### src/logic/obj_settings.svh
`ifndef OBJ_SETTINGS_SVH
`define OBJ_SETTINGS_SVH

// Object table geometry
// Entries in the table
`define OBJ_COUNT 32
// Bytes per entry: Y, code, X, attribute
`define OBJ_BYTES 4

// Visible pixels per line, one line buffer bank
`define LINE_WIDTH 256

// Square sprite tiles
`define TILE_SIZE 16

`endif

### src/logic/obj_pkg.sv
`include "obj_settings.svh"

package obj_pkg;

    // Byte address into the object table
    typedef logic [$clog2(`OBJ_COUNT * `OBJ_BYTES)-1:0] tbl_addr_t;
    typedef logic [$clog2(`OBJ_COUNT)-1:0] obj_idx_t;
    // Line number or X position
    typedef logic [7:0] coord_t;
    // Horizontal counter, blanking included
    typedef logic [8:0] hpos_t;
    typedef logic [7:0] code_t;
    typedef logic [3:0] pal_t;
    typedef logic [$clog2(`TILE_SIZE)-1:0] tile_row_t;
    // Zero is transparent
    typedef logic [3:0] pixel_t;
    // Palette in the high nibble
    typedef logic [7:0] color_t;
    // Code, row and half
    typedef logic [12:0] rom_addr_t;
    // Eight pixels, leftmost in the low nibble
    typedef logic [31:0] rom_word_t;

    typedef enum logic [2:0] {
        IDLE, READ_Y, READ_CODE, READ_X, READ_ATTR, ISSUE, WAIT_BUSY
    } scan_state_t;

endpackage

### src/logic/obj_draw_if.sv
interface obj_draw_if;
    import obj_pkg::*;

    // One-cycle start strobe, only while busy is low
    logic      draw;
    code_t     code;
    coord_t    xpos;
    pal_t      pal;
    logic      hflip;
    logic      vflip;
    // Tile row before vertical flip
    tile_row_t ysub;
    // High from the cycle after draw to the last pixel
    logic      busy;

    modport scan (output draw, code, xpos, pal, hflip, vflip, ysub, input busy);

    modport drawer (input draw, code, xpos, pal, hflip, vflip, ysub, output busy);

endinterface

### src/logic/obj_draw.sv
`include "obj_settings.svh"

module obj_draw (
    input  logic               clk,
    input  logic               rst,
    obj_draw_if.drawer         drw,
    output obj_pkg::rom_addr_t rom_addr,
    output logic               rom_cs,
    input  obj_pkg::rom_word_t rom_data,
    input  logic               rom_ok,
    output logic               wr_en,
    output obj_pkg::coord_t    wr_x,
    output obj_pkg::color_t    wr_color
);
    import obj_pkg::*;

    typedef enum logic [1:0] {
        DR_IDLE, DR_FETCH, DR_WRITE
    } draw_state_t;

    draw_state_t                   state;
    code_t                         code;
    coord_t                        xpos;
    pal_t                          pal;
    logic                          hflip;
    tile_row_t                     row;
    logic                          half;
    rom_word_t                     left_w;
    rom_word_t                     right_w;
    rom_word_t                     src_word;
    pixel_t                        pixel;
    logic [$clog2(`TILE_SIZE)-1:0] col;
    logic [$clog2(`TILE_SIZE)-1:0] src;

    assign drw.busy = state != DR_IDLE;

    // Only changes while rom_cs is low
    assign rom_addr = {code, row, half};

    // Mirrored column order with H flip
    assign src      = hflip ? ~col : col;
    assign src_word = src[3] ? right_w : left_w;
    assign pixel    = src_word[{src[2:0], 2'b00} +: 4];

    // Transparent pixels leave the buffer alone
    assign wr_en    = (state == DR_WRITE) && (pixel != '0);
    // X wraps modulo 256
    assign wr_x     = xpos + coord_t'(col);
    assign wr_color = {pal, pixel};

    always_ff @(posedge clk or posedge rst) begin
        if (rst) begin
            state  <= DR_IDLE;
            rom_cs <= 1'b0;
            half   <= 1'b0;
            col    <= '0;
        end else begin
            case (state)
                DR_IDLE: begin
                    if (drw.draw) begin
                        // Left half first
                        half   <= 1'b0;
                        rom_cs <= 1'b1;
                        state  <= DR_FETCH;
                    end
                end
                DR_FETCH: begin
                    if (!rom_cs) begin
                        // Right half request after the idle cycle
                        rom_cs <= 1'b1;
                    end else if (rom_ok) begin
                        rom_cs <= 1'b0;
                        half   <= 1'b1;
                        if (half) begin
                            col   <= '0;
                            state <= DR_WRITE;
                        end
                    end
                end
                DR_WRITE: begin
                    col <= col + 1'b1;
                    if (col == 4'(`TILE_SIZE - 1)) begin
                        state <= DR_IDLE;
                    end
                end
                default: state <= DR_IDLE;
            endcase
        end
    end

    // Request and ROM data latches
    always_ff @(posedge clk) begin
        if (state == DR_IDLE && drw.draw) begin
            code  <= drw.code;
            xpos  <= drw.xpos;
            pal   <= drw.pal;
            hflip <= drw.hflip;
            // V flip inverts the row
            row   <= drw.vflip ? ~drw.ysub : drw.ysub;
        end
        if (rom_cs && rom_ok) begin
            if (half) begin
                right_w <= rom_data;
            end else begin
                left_w <= rom_data;
            end
        end
    end

endmodule

### src/flat_wrapper.sv
// flat-port wrapper written by rule: the top's interface ports become plain ports
module obj_draw_flat import obj_pkg::*;
  (clk, rst, rom_addr, rom_cs, rom_data, rom_ok, wr_en, wr_x, wr_color, drw_draw, drw_code, drw_xpos, drw_pal, drw_hflip, drw_vflip, drw_ysub, drw_busy);
  obj_draw_if drw_i ();
  input  logic clk;
  input  logic rst;
  output obj_pkg::rom_addr_t rom_addr;
  output logic rom_cs;
  input  obj_pkg::rom_word_t rom_data;
  input  logic rom_ok;
  output logic wr_en;
  output obj_pkg::coord_t wr_x;
  output obj_pkg::color_t wr_color;
  input wire logic [$bits(drw_i.draw)-1:0] drw_draw;
  input wire logic [$bits(drw_i.code)-1:0] drw_code;
  input wire logic [$bits(drw_i.xpos)-1:0] drw_xpos;
  input wire logic [$bits(drw_i.pal)-1:0] drw_pal;
  input wire logic [$bits(drw_i.hflip)-1:0] drw_hflip;
  input wire logic [$bits(drw_i.vflip)-1:0] drw_vflip;
  input wire logic [$bits(drw_i.ysub)-1:0] drw_ysub;
  output wire logic [$bits(drw_i.busy)-1:0] drw_busy;
  assign drw_i.draw = drw_draw;
  assign drw_i.code = drw_code;
  assign drw_i.xpos = drw_xpos;
  assign drw_i.pal = drw_pal;
  assign drw_i.hflip = drw_hflip;
  assign drw_i.vflip = drw_vflip;
  assign drw_i.ysub = drw_ysub;
  assign drw_busy = drw_i.busy;
  obj_draw u_core (.clk(clk), .rst(rst), .drw(drw_i), .rom_addr(rom_addr), .rom_cs(rom_cs), .rom_data(rom_data), .rom_ok(rom_ok), .wr_en(wr_en), .wr_x(wr_x), .wr_color(wr_color));
endmodule
### config.mk
export PLATFORM = sky130hd
export DESIGN_NAME = obj_draw_flat
export DESIGN_NICKNAME = d
export VERILOG_FILES = /design/src/logic/obj_pkg.sv /design/src/logic/obj_draw_if.sv /design/src/logic/obj_draw.sv /design/src/flat_wrapper.sv
export VERILOG_INCLUDE_DIRS = /design/src /design/src/logic
export SDC_FILE = /design/constraint.sdc
export NUM_CORES = 1
export LEC_CHECK = 0
export BUFFER_PORTS_ARGS = -buffer_cell sky130_fd_sc_hd__buf_2
export CORE_UTILIZATION = 55
export CTS_BUF_LIST = sky130_fd_sc_hd__clkbuf_16
export DETAILED_ROUTE_END_ITERATION = 7
export PLACE_DENSITY = 0.8
export SLEW_MARGIN = 25
export SYNTH_ARGS = -nofsm -noshare
export SYNTH_HDL_FRONTEND = slang
export SYNTH_SLANG_ARGS = --single-unit
### constraint.sdc
create_clock -name clk -period 2.9 [get_ports clk]
set_clock_uncertainty 0.15 [all_clocks]
set_input_delay 0.145 -clock clk [delete_from_list [all_inputs] [get_ports clk]]
set_output_delay 0.145 -clock clk [all_outputs]
set_load 0.01 [all_outputs]
==> results of run 1 <==
tightest hold or removal path: stages:
cell and delay, ns:
buf_2 0.11, inv_1 0.08, o21ai_0 0.08, nand2_1 0.06
sequential cells by signal (all words and copies together) (netlist names):
register        cells
u_core.left_w      32
u_core.hflip        1
u_core.right_w     32
u_core.half         1
u_core.xpos         8
u_core.row          4
u_core.state        2
u_core.col          4
u_core.pal          4
u_core.code         8
u_core.rom_cs       1
cells by family after synthesis:
logic type | share of synthesized area, %
AO/OA/AOI/OAI | 16.2
XOR/XNOR | 2.32
adder cells (fa/ha/maj) | 1.82
buffers and inverters | 3.68
flip-flops | 63.5
multiplexers | 3.84
AND/OR/NAND/NOR | 8.65
how the worst max path moves through the flow:
stage,end,cells past startpoint
6_report,wr_en,8
5_1_grt,wr_en,8
4_1_cts,wr_en,8
3_5_place_dp,wr_en,8
3_3_place_gp,wr_en,8
2_1_floorplan,u_core.code[0],3
through the flow:
step / instances / total power (W) / utilization (%)
after global placement: 514 / 0.00338 / 65.2
after global routing: 606 / 0.00506 / 79.7
after floorplan: 330 / 0.00297 / -
final: 606 / 0.00486 / 79.7
after CTS: 597 / 0.00468 / 77.7
after detailed placement: 514 / 0.00343 / 65.2
cell usage in the layout, fill, tap and decap left out, drive strengths merged, types with 3 or more instances in the layout:
master       Yosys  final
nor2            16     16
a22oi            3      3
a2111oi          3      3
o21ai           16     16
dfrtp            8      8
and3             3      3
xor2             5      5
buf             13    122
dlygate4sd3      0     59
a31oi            3      3
a221oi          27     27
nand2           14     14
a21oi            4      4
nand2b           8      8
mux2i            8      8
edfxtp          89     89
o32ai            3      3
mux4             4      4
o22ai            8      8
nor2b           12     12
xnor2            7      7
clkinv           0      3
ha               5      5
or2              3      3
inv              9     12
nand3           11     11
clkbuf          11     10
o221ai          12     12
a211oi           7      7
synthesized netlist by cell type, drive strengths merged (9+ instances only):
| library cell | n |
|---|---|
| o21ai | 16 |
| nand3 | 11 |
| nor2b | 12 |
| o221ai | 12 |
| buf | 13 |
| edfxtp | 89 |
| a221oi | 27 |
| nor2 | 16 |
| clkbuf | 11 |
| inv | 9 |
| nand2 | 14 |
cell type report:
| cell class | count | area [µm²] |
|---|---|---|
| tap | 102 | 128 |
| sequential | 97 | 2880 |
| multi-input combinational | 200 | 1570 |
| clock inverter | 7 | 53.8 |
| clock buffer | 9 | 225 |
| inverter | 9 | 37.5 |
| timing repair buffer | 182 | 1370 |
| fill | 453 | 1590 |
power groups by stage:
stage          Combinational, W  Clock [W]  Sequential, W
2_1_floorplan          0.000914          0        0.00205
4_1_cts                 0.00147    0.00113        0.00207
6_report                0.00163    0.00112        0.00211
3_3_place_gp            0.00129          0        0.00209
3_5_place_dp            0.00133          0        0.00210
5_1_grt                 0.00173    0.00120        0.00213
timing repair:
item / 4_1_cts / 5_1_grt
gates resized for setup: 9 / 16
cloned: 1 / 1
endpoints found under the hold margin: 98 / 0
hold buffers: 59 / 0
buffers inserted: 7 / 8
endpoints found under the setup margin: 1 / 4
pin swaps: 2 / 3
metal layers:
layer  up-vias  part of all wire (%)  GRT usage [%]
li1       1668                     -              -
met1      1788                    37           34.9
met2       269                    50           44.3
met3        61                   7.8           6.24
met4         0                   4.7           12.2
met5         -                     0              0
==> impl_results.md, run 1 <==
* Placed inst area at 0.00511 mm²
* Final wirelength at 12100 µm
* Initial cell density of the core at 57.7%
* CTS Root Cell: clkbuf_16
* Worst Path Class, Setup: reg -> out
* DR pass1 iterations at 5
* Final min period at 2.98 ns
* Die width at 92.7 µm
* HP Start: drw_draw
* Hold depth at 4
* Largest net degree at the start of global routing at 33
* Final setup margin at -0.0818 ns
* Max-slew headroom at 47.5%
* CP delay by family, top: compound AO/OA/AOI/OAI gates
* Final GP Congestion at 0.886
* Vias per cell at 6.25
* HP Class: in -> reg
* Post-synthesis cell type count at 52
* Final net count at 567
* Hold endpoint: u_core.half
* IO Port Bufs at 93
* Tcrit/Tclk final at 103%
* Failing checks: negative setup slack
* Max Fanout on Critical Path at 4
* Worst hold slack at 0.00297 ns
* Fin. max-slew vios at 0
* Clk pwr share at 23.1%
* Setup_tns at -0.0818 ns
* Pleak at 2.41 nW
* Number of flops mapped to enable cells by yosys at 89
* I/O pin count at 94
* Net Sw Frac at 34.1%
* FF-to-FF setup slack at 0.95 ns
* Max Clock Freq at 0.335 GHz
* Mapped Area at 0.00453 mm²
* Fin area at 0.00625 mm²
* Pre-CTS setup slack at 0.176 ns
* Largest incremental delay on the critical path at 0.52 ns
* Wire per inst at 20.0 µm
* Data arrival time of the worst path at 2.69 ns
* Post-DRT Antenna Nets at 0
* Combinational fraction of design power at 33.6%
* Syn_area_per_cell at 13.7 µm²
* Syn_nets at 398
* Worst setup startpoint: u_core.hflip
* Peak supply drop at 489 µV
* Clock slew at reported path FFs at 0.07 ns
* Psw at 0.00166 W
* Reg-to-Reg End: u_core.col[0]
* CORE AREA at 0.00785 mm²
* Drt drc at 0
* Cell taking the most area after synthesis: edfxtp_1
* Status: finished with violations
* R2R Path Start: u_core.half
* Number of H-tree levels at 3
* Gr usage total at 27.2%
* First-pass GRT wire length at 17700 µm
* Most area-consuming cells after synthesis: edfxtp_1 (59%), a221oi_1 (5.2%), dfrtp_1 (4.4%)
* Max_cap viols at 0
* CTS tree: done
* Synthesized flop and latch total at 97
* Setup-failing EPs final at 1
* Antenna diodes at 0
* Sink Count at 97
* Asr flop ratio synth at 8.25%
* Vias post-DR at 3786
* Warnings from Yosys at 0
* RSZ-0062 raised after global routing: true
* Seq/Total Area, Yosys at 63.5%
* Drt first-iter violations at 333
* Die Area at 0.00860 mm²
* Startpoint Class: register
* Share of layout cells above drive strength 1 at 33.3%
* Initial antenna violation count at 0
* CP Cell Sequence: buf_4, mux4_2, and2_4, a211oi_2, a211oi_1, a31o_1, o41a_1, buf_2
* FF-to-FF path depth at 5
* Slowest CP cell: mux4_2
* Critical Path RT at 2.61 ns
* GR Overflow Total at 0
* TritonCTS Buffers at 9
* Bufs on Longest Clock Path at 2
* P_int at 0.00321 W
* Clock Latency Late Sink at 0.35 ns
* WP buf/inv at 2
* Pwr dens at 778 mW/mm²
* P&R area growth vs syn at 38.2%
* CP Capture Type: output pin
* Synth top area share at 59.1%
* Final hold violation count at 0
* Vias in the first global route at 3610
* Synthesized instance count at 330
* Worst Tran Pin Value at 0.786 ns
* HPWL after DPL at 6640 µm
* Site Rows at 32
* Main synth FF type: edfxtp_1
* Height of the chip at 92.7 µm
* Flop pwr share at 43.3%
Note: power is estimated with default switching activity, not from simulation.
==> inputs of run 2 (changes only) <==
--- a/config.mk
+++ b/config.mk
@@ -7,9 +7,12 @@
 export NUM_CORES = 1
 export LEC_CHECK = 0
 export BUFFER_PORTS_ARGS = -buffer_cell sky130_fd_sc_hd__buf_2
+export CORE_MARGIN = 8
 export CORE_UTILIZATION = 55
 export CTS_BUF_LIST = sky130_fd_sc_hd__clkbuf_16
+export CTS_CLUSTER_DIAMETER = 30
 export DETAILED_ROUTE_END_ITERATION = 7
+export GPL_ROUTABILITY_DRIVEN = 1
 export PLACE_DENSITY = 0.8
 export SLEW_MARGIN = 25
 export SYNTH_ARGS = -nofsm -noshare
==> run 2 against run 1 <==
  * Count of clock-buffer cells in the layout stayed put
  * First-iteration DRC count grew 3.3%
  * Final area decreased by 0.74%
  * The run still ends with negative setup slack left
  * Critical path depth up 1
  * Die area up 32%
  * Critical path type unchanged
  * Flip-flop and latch count unchanged
  * Worst hold slack better by 0.015 ns
==> impl_results.md, run 2 (same netlist as run 1, synthesis figures left out) <==
* Status: finished with violations
* Failing checks: negative setup slack
* Critical Path RT at 2.61 ns (about the same)
* Combinational fraction of design power at 33.7% (about the same)
* CP Capture Type: output pin
* First-pass GRT wire length at 18500 µm (+4.6%)
* Max Clock Freq at 0.339 GHz (+1.2%)
* Initial antenna violation count at 0 (unchanged)
* DR pass1 iterations at 5 (unchanged)
* Finished Core Util at 76.7% (-3.0 points)
* P&R area growth vs syn at 37.2%
* Max-slew headroom at 56.4% (+8.8 points)
* RSZ-0062 raised after global routing: true
* Share of layout cells above drive strength 1 at 33.2% (-0.13 points)
* Fin. max-slew vios at 0 (unchanged)
* Gr usage total at 20.5% (-6.7 points)
* Vias per cell at 6.03 (-3.4%)
* Pleak at 2.37 nW (-1.6%)
* CORE AREA at 0.00809 mm² (+3.1%)
* P_int at 0.00317 W (-1.2%)
* Vias in the first global route at 3654 (+1.2%)
* Setup-failing EPs final at 1 (unchanged)
* Pwr dens at 766 mW/mm² (-1.5%)
* I/O pin count at 94 (unchanged)
* Worst Tran Pin Value at 0.654 ns (-0.132 ns)
* GR Overflow Total at 0 (unchanged)
* Peak supply drop at 578 µV (+18%)
* Height of the chip at 107 µm (+15%)
* Worst Path Class, Setup: reg -> out
* Number of H-tree levels at 3 (unchanged)
* CTS tree: done
* Setup_tns at -0.0468 ns (+0.0349 ns)
* Flop pwr share at 43.9% (+0.6 points)
* Power Total at 0.00476 W (-2.2%)
* Wire per inst at 19.7 µm (-1.6%)
* CTS Root Cell: clkbuf_16
* Clk pwr share at 22.4% (-0.7 points)
* Drt first-iter violations at 344 (+3.3%)
* Psw at 0.00159 W (-4.2%)
* Die Area at 0.0114 mm² (+32%)
* Antenna diodes at 0 (unchanged)
* Final net count at 563 (-0.71%)
* Net Sw Frac at 33.4% (-0.70 points)
* Max Fanout on Critical Path at 15 (+11)
* Startpoint Class: register
* Initial cell density of the core at 55.9% (-1.7 points)
* Vias post-DR at 3650 (-3.6%)
* Die width at 107 µm (+15%)
* Sink Count at 97 (unchanged)
* Placed Instances at 519 (+0.97%)
* Clock slew at reported path FFs at 0.06 ns (about the same)
* Tcrit/Tclk final at 102% (-1.2 points)
* Final setup margin at -0.0468 ns (+0.0349 ns)
* Final wirelength at 11900 µm (-1.8%)
* HPWL after DPL at 7400 µm (+11%)
* Data arrival time of the worst path at 2.65 ns (-0.04 ns)
* Post-DRT Antenna Nets at 0 (unchanged)
* Clock Latency Late Sink at 0.34 ns (about the same)
* Final GP Congestion at 0.884 (-0.27%)
* Most frequent cells in the layout: buf_2 (93), edfxtp_1 (89), dlygate4sd3_1 (59)
* Site Rows at 33 (+3.1%)
* Final hold violation count at 0 (unchanged)
* Top flop regs: u_core.left_w x32, u_core.right_w x32
* Drt drc at 0 (unchanged)
* Most common cell after layout, fill and taps aside: buf_2
* Bufs on Longest Clock Path at 2 (unchanged)
* IO Port Bufs at 93 (unchanged)
* Largest net degree at the start of global routing at 33 (unchanged)
* Final Non-Filler Cells at 605 (-0.17%)
* Max_cap viols at 0 (unchanged)
* Final min period at 2.95 ns (-0.0349 ns)
* HP Class: in -> reg
* TritonCTS Buffers at 9 (unchanged)
-- run 2: changes by cell type in the layout (fill, tap and decap cells not counted), moves of 2 or more --
cell | previous run | this run
a221oi_1 | 20 | 24
a221oi_2 | 7 | 3
buf_4 | 22 | 19
clkinv_4 | 2 | 0
clkinvlp_4 | 1 | 3
mux2i_1 | 8 | 6
mux2i_2 | 0 | 2
o221ai_1 | 11 | 9
o221ai_2 | 1 | 3
-- run 2: per-stage QoR --
step                      cell area [µm²]  worst slack (ns)  hold WS (ns)
after floorplan                      4530             0.354        -0.189
after global placement               5120             0.268       -0.0441
after CTS                            6110           0.00249      0.000283
after detailed placement             5120             0.192       -0.0412
after global routing                 6210            -0.163        0.0335
final                                6210           -0.0468        0.0185
-- run 2: layout make-up --
| cell class | instances | area (µm²) |
|---|---|---|
| Clock inverter | 7 | 45.0 |
| Multi-Input combinational cell | 200 | 1570 |
| Clock buffer | 9 | 225 |
| Inverter | 9 | 37.5 |
| Sequential cell | 97 | 2880 |
| Tap cell | 105 | 131 |
| Timing Repair Buffer | 178 | 1320 |
| Fill cell | 484 | 1890 |
-- run 2: what timing repair did --
item | 4_1_cts | 5_1_grt
cloned | 1 | 0
pin swaps | 1 | 3
hold endpoints to repair | 98 | 0
setup buffers | 8 | 2
gates resized for setup | 10 | 16
endpoints found under the setup margin | 1 | 2
hold buffers | 59 | 0
-- run 2: power groups by stage --
stage | clock network, W | registers, W | logic (W)
floorplan | 0 | 0.00205 | 0.000914
global placement | 0 | 0.00208 | 0.00130
detailed placement | 0 | 0.00210 | 0.00134
CTS | 0.00108 | 0.00206 | 0.00151
global route | 0.00114 | 0.00211 | 0.00172
finish | 0.00107 | 0.00209 | 0.00160
-- run 2: worst paths after layout --
check	end	start	slack, ns	cells after the start
setup / recovery	wr_en	u_core.hflip	-0.05	9
hold / removal	u_core.state[1]	rom_ok	0.02	3
setup reg to reg	u_core.right_w[16]	u_core.half	0.94	3
hold reg to reg	u_core.rom_cs	u_core.rom_cs	0.42	1
max in group asynchronous	u_core.col[3]	rst	2.18	3
min in group asynchronous	u_core.half	rst	0.15	3
-- run 2: routing by layer --
| metal | vias up | global-route usage (%) | share of wire (%) |
|---|---|---|---|
| met5 | - | 0 | 0 |
| met4 | 0 | 8.34 | 2.6 |
| met3 | 40 | 3.72 | 7.7 |
| met2 | 227 | 35.9 | 53 |
| met1 | 1719 | 24.2 | 37 |
| li1 | 1664 | - | - |
-- run 2: critical path, stage by stage, from the launching register on --
cell      delay, ns
edfxtp_1       0.40
buf_6          0.16
buf_12         0.14
nand2b_2       0.28
o221ai_2       0.24
o21ai_0        0.14
o21ai_1        0.20
o32ai_2        0.13
o41a_1         0.47
buf_2          0.16
==> inputs of run 3 (changes only) <==
--- a/config.mk
+++ b/config.mk
@@ -7,13 +7,15 @@
 export NUM_CORES = 1
 export LEC_CHECK = 0
 export BUFFER_PORTS_ARGS = -buffer_cell sky130_fd_sc_hd__buf_2
+export CELL_PAD_IN_SITES_DETAIL_PLACEMENT = 0
+export CELL_PAD_IN_SITES_GLOBAL_PLACEMENT = 2
 export CORE_MARGIN = 8
-export CORE_UTILIZATION = 55
+export CORE_UTILIZATION = 37
 export CTS_BUF_LIST = sky130_fd_sc_hd__clkbuf_16
 export CTS_CLUSTER_DIAMETER = 30
 export DETAILED_ROUTE_END_ITERATION = 7
 export GPL_ROUTABILITY_DRIVEN = 1
-export PLACE_DENSITY = 0.8
+export PLACE_DENSITY_LB_ADDON = 0.1
 export SLEW_MARGIN = 25
 export SYNTH_ARGS = -nofsm -noshare
 export SYNTH_HDL_FRONTEND = slang
==> run 3 against run 2 <==
  * The flow now finishes without violations
  * Maximum frequency up 2.8%
  * Non-clock buffer count up 1
  * Highest routed layer unchanged
  * Worst setup slack better by 0.081 ns
  * Via count down 5.9%
  * Sequential share of layout area down 0.30 points
  * Largest cell class unchanged
==> impl_results.md, run 3 (same netlist as run 1, synthesis figures left out) <==
* Status: completed
* Bufs on Longest Clock Path at 2 (unchanged)
* HP Class: in -> reg
* Fin. max-slew vios at 0 (unchanged)
* Worst path depth at 8 (-1)
* CP Cell Sequence: buf_6, mux4_2, and2_4, a211oi_2, a211oi_1, a31o_1, o41a_1, buf_2
* Drt drc at 0 (unchanged)
* Flop pwr share at 43.3% (-0.6 points)
* Clock slew at reported path FFs at 0.06 ns (about the same)
* Hold depth at 2 (-1)
* Critical Path RT at 2.61 ns (about the same)
* Placed inst area at 0.00522 mm² (+2.0%)
* FF-to-FF path depth at 5 (+2)
* Largest net degree at the start of global routing at 33 (unchanged)
* Slowest CP cell: mux4_2
* Site Rows at 40 (+21%)
* Combinational fraction of design power at 32.4% (-1.3 points)
* Final hold violation count at 0 (unchanged)
* P&R area growth vs syn at 38.0%
* I/O pin count at 94 (unchanged)
* Top flop regs: u_core.left_w x32, u_core.right_w x32
* Max-slew headroom at 51.3% (-5.0 points)
* Final wirelength at 11700 µm (-2.2%)
* Height of the chip at 127 µm (+19%)
* Final Non-Filler Cells at 649 (+7.3%)
* Clk pwr share at 24.2% (+1.8 points)
* Worst Path Class, Setup: reg -> out
* Initial antenna violation count at 0 (unchanged)
* Initial cell density of the core at 37.8% (-18 points)
* Sink Count at 97 (unchanged)
* Pleak at 2.38 nW (+0.42%)
* Max Fanout on Critical Path at 5 (-10)
* Most frequent cells in the layout: buf_2 (93), edfxtp_1 (89), dlygate4sd3_1 (60)
* Tcrit/Tclk final at 98.8% (-2.8 points)
* CP delay by family, top: compound AO/OA/AOI/OAI gates
* WP buf/inv at 2 (-1)
* Wire per inst at 18.0 µm (-8.8%)
* Share of layout cells above drive strength 1 at 32.3% (-0.93 points)
* HPWL after DPL at 7840 µm (+6.0%)
* Psw at 0.00154 W (-3.0%)
* Vias post-DR at 3436 (-5.9%)
* Layout fillers at 1068 (+120%)
* Die Area at 0.0160 mm² (+41%)
* Fin area at 0.00625 mm² (+0.65%)
* Net Sw Frac at 32.2% (-1.2 points)
* Final min period at 2.87 ns (-0.0812 ns)
* Worst Tran Pin Value at 0.729 ns (+0.0754 ns)
* Vias per cell at 5.29 (-12%)
* Clock Latency Late Sink at 0.34 ns (about the same)
* CTS tree: done
* Peak supply drop at 366 µV (-37%)
* CORE AREA at 0.0120 mm² (+48%)
* Finished Core Util at 52.2% (-24 points)
* Pwr dens at 765 mW/mm² (-0.18%)
* Final GP Congestion at 0.833 (-5.7%)
* TritonCTS Buffers at 9 (unchanged)
* Vias in the first global route at 3618 (-0.99%)
* Post-DRT Antenna Nets at 0 (unchanged)
* Max_cap viols at 0 (unchanged)
* Final net count at 565 (+0.36%)
* First-pass GRT wire length at 18700 µm (+1.0%)
* Drt first-iter violations at 171 (-50%)
* Placed Instances at 566 (+9.1%)
* GR Overflow Total at 0 (unchanged)
* DR pass1 iterations at 7 (+2)
* P_int at 0.00324 W (+2.2%)
* Largest incremental delay on the critical path at 0.49 ns (+0.02 ns)
* Number of H-tree levels at 3 (unchanged)
* Setup-failing EPs final at 0 (-1)
* Antenna diodes at 0 (unchanged)
* Data arrival time of the worst path at 2.57 ns (-0.08 ns)
* IO Port Bufs at 93 (unchanged)
* Max Clock Freq at 0.349 GHz (+2.8%)
* CTS Root Cell: clkbuf_16
* Startpoint Class: register
* Most common cell after layout, fill and taps aside: buf_2
* Gr usage total at 14.7% (-5.7 points)
* RSZ-0062 raised after global routing: true
* CP Capture Type: output pin
* Die width at 127 µm (+19%)
-- run 3: worst reg2reg max path, cell delays in order (launching register included) --
cell	delay, ns
dfrtp_1	0.41
nand3_1	0.13
inv_1	0.56
nand2b_1	0.24
nand2_1	0.12
a221oi_1	0.07
-- run 3: area by class of cell --
type | instances | area (µm²) | share of cell area, %
Tap cell | 147 | 184 | 2.94
Sequential cell | 97 | 2880 | 46.0
Clock inverter | 7 | 60.1 | 0.961
Clock buffer | 9 | 225 | 3.61
Timing Repair inverter | 1 | 5.00 | 0.0801
Inverter | 9 | 37.5 | 0.601
Timing Repair Buffer | 179 | 1310 | 20.9
Multi-Input combinational cell | 200 | 1560 | 24.9
-- run 3: metrics by stage --
stage	setup WS, ns	TNS, ns	total power, W	hold slack (ns)
detailed placement	0.264	0	0.00351	-0.0239
finish	0.0344	0	0.00478	0.0305
floorplan	0.354	0	0.00297	-0.189
CTS	0.00123	0	0.00478	0.0106
global placement	0.287	0	0.00349	-0.0209
global route	-0.0874	-0.0874	0.00506	0.0237
-- run 3: power groups by stage --
stage	clock network [W]	registers [W]	logic, W
2_1_floorplan	0	0.00205	0.000914
3_3_place_gp	0	0.00210	0.00139
3_5_place_dp	0	0.00211	0.00140
4_1_cts	0.00120	0.00206	0.00152
5_1_grt	0.00124	0.00210	0.00171
6_report	0.00116	0.00207	0.00155
-- run 3: worst paths after layout --
kind | end | startpoint | slack (ns)
min reg2reg | u_core.rom_cs | u_core.rom_cs | 0.43
max in group asynchronous | u_core.col[3] | rst | 2.19
max | wr_en | u_core.hflip | 0.03
min | u_core.row[2] | drw_vflip | 0.03
min in group asynchronous | u_core.half | rst | 0.14
max reg2reg | u_core.col[0] | u_core.half | 1.08
-- run 3: timing repair --
| item | 4_1_cts | 5_1_grt |
|---|---|---|
| endpoints found under the hold margin | 100 | 0 |
| buffers inserted | 5 | 1 |
| cloned | 0 | 1 |
| pin swaps | 1 | 4 |
| hold buffers | 60 | 0 |
| endpoints found under the setup margin | 1 | 4 |
| resized for setup | 6 | 17 |
-- run 3: per-layer routing --
metal	vias up	GRT usage [%]	share of wire [%]
met3	10	3.27	4.4
met1	1670	18.8	46
met5	-	0	0
met2	88	23.7	48
met4	0	6.16	1.5
li1	1668	-	-
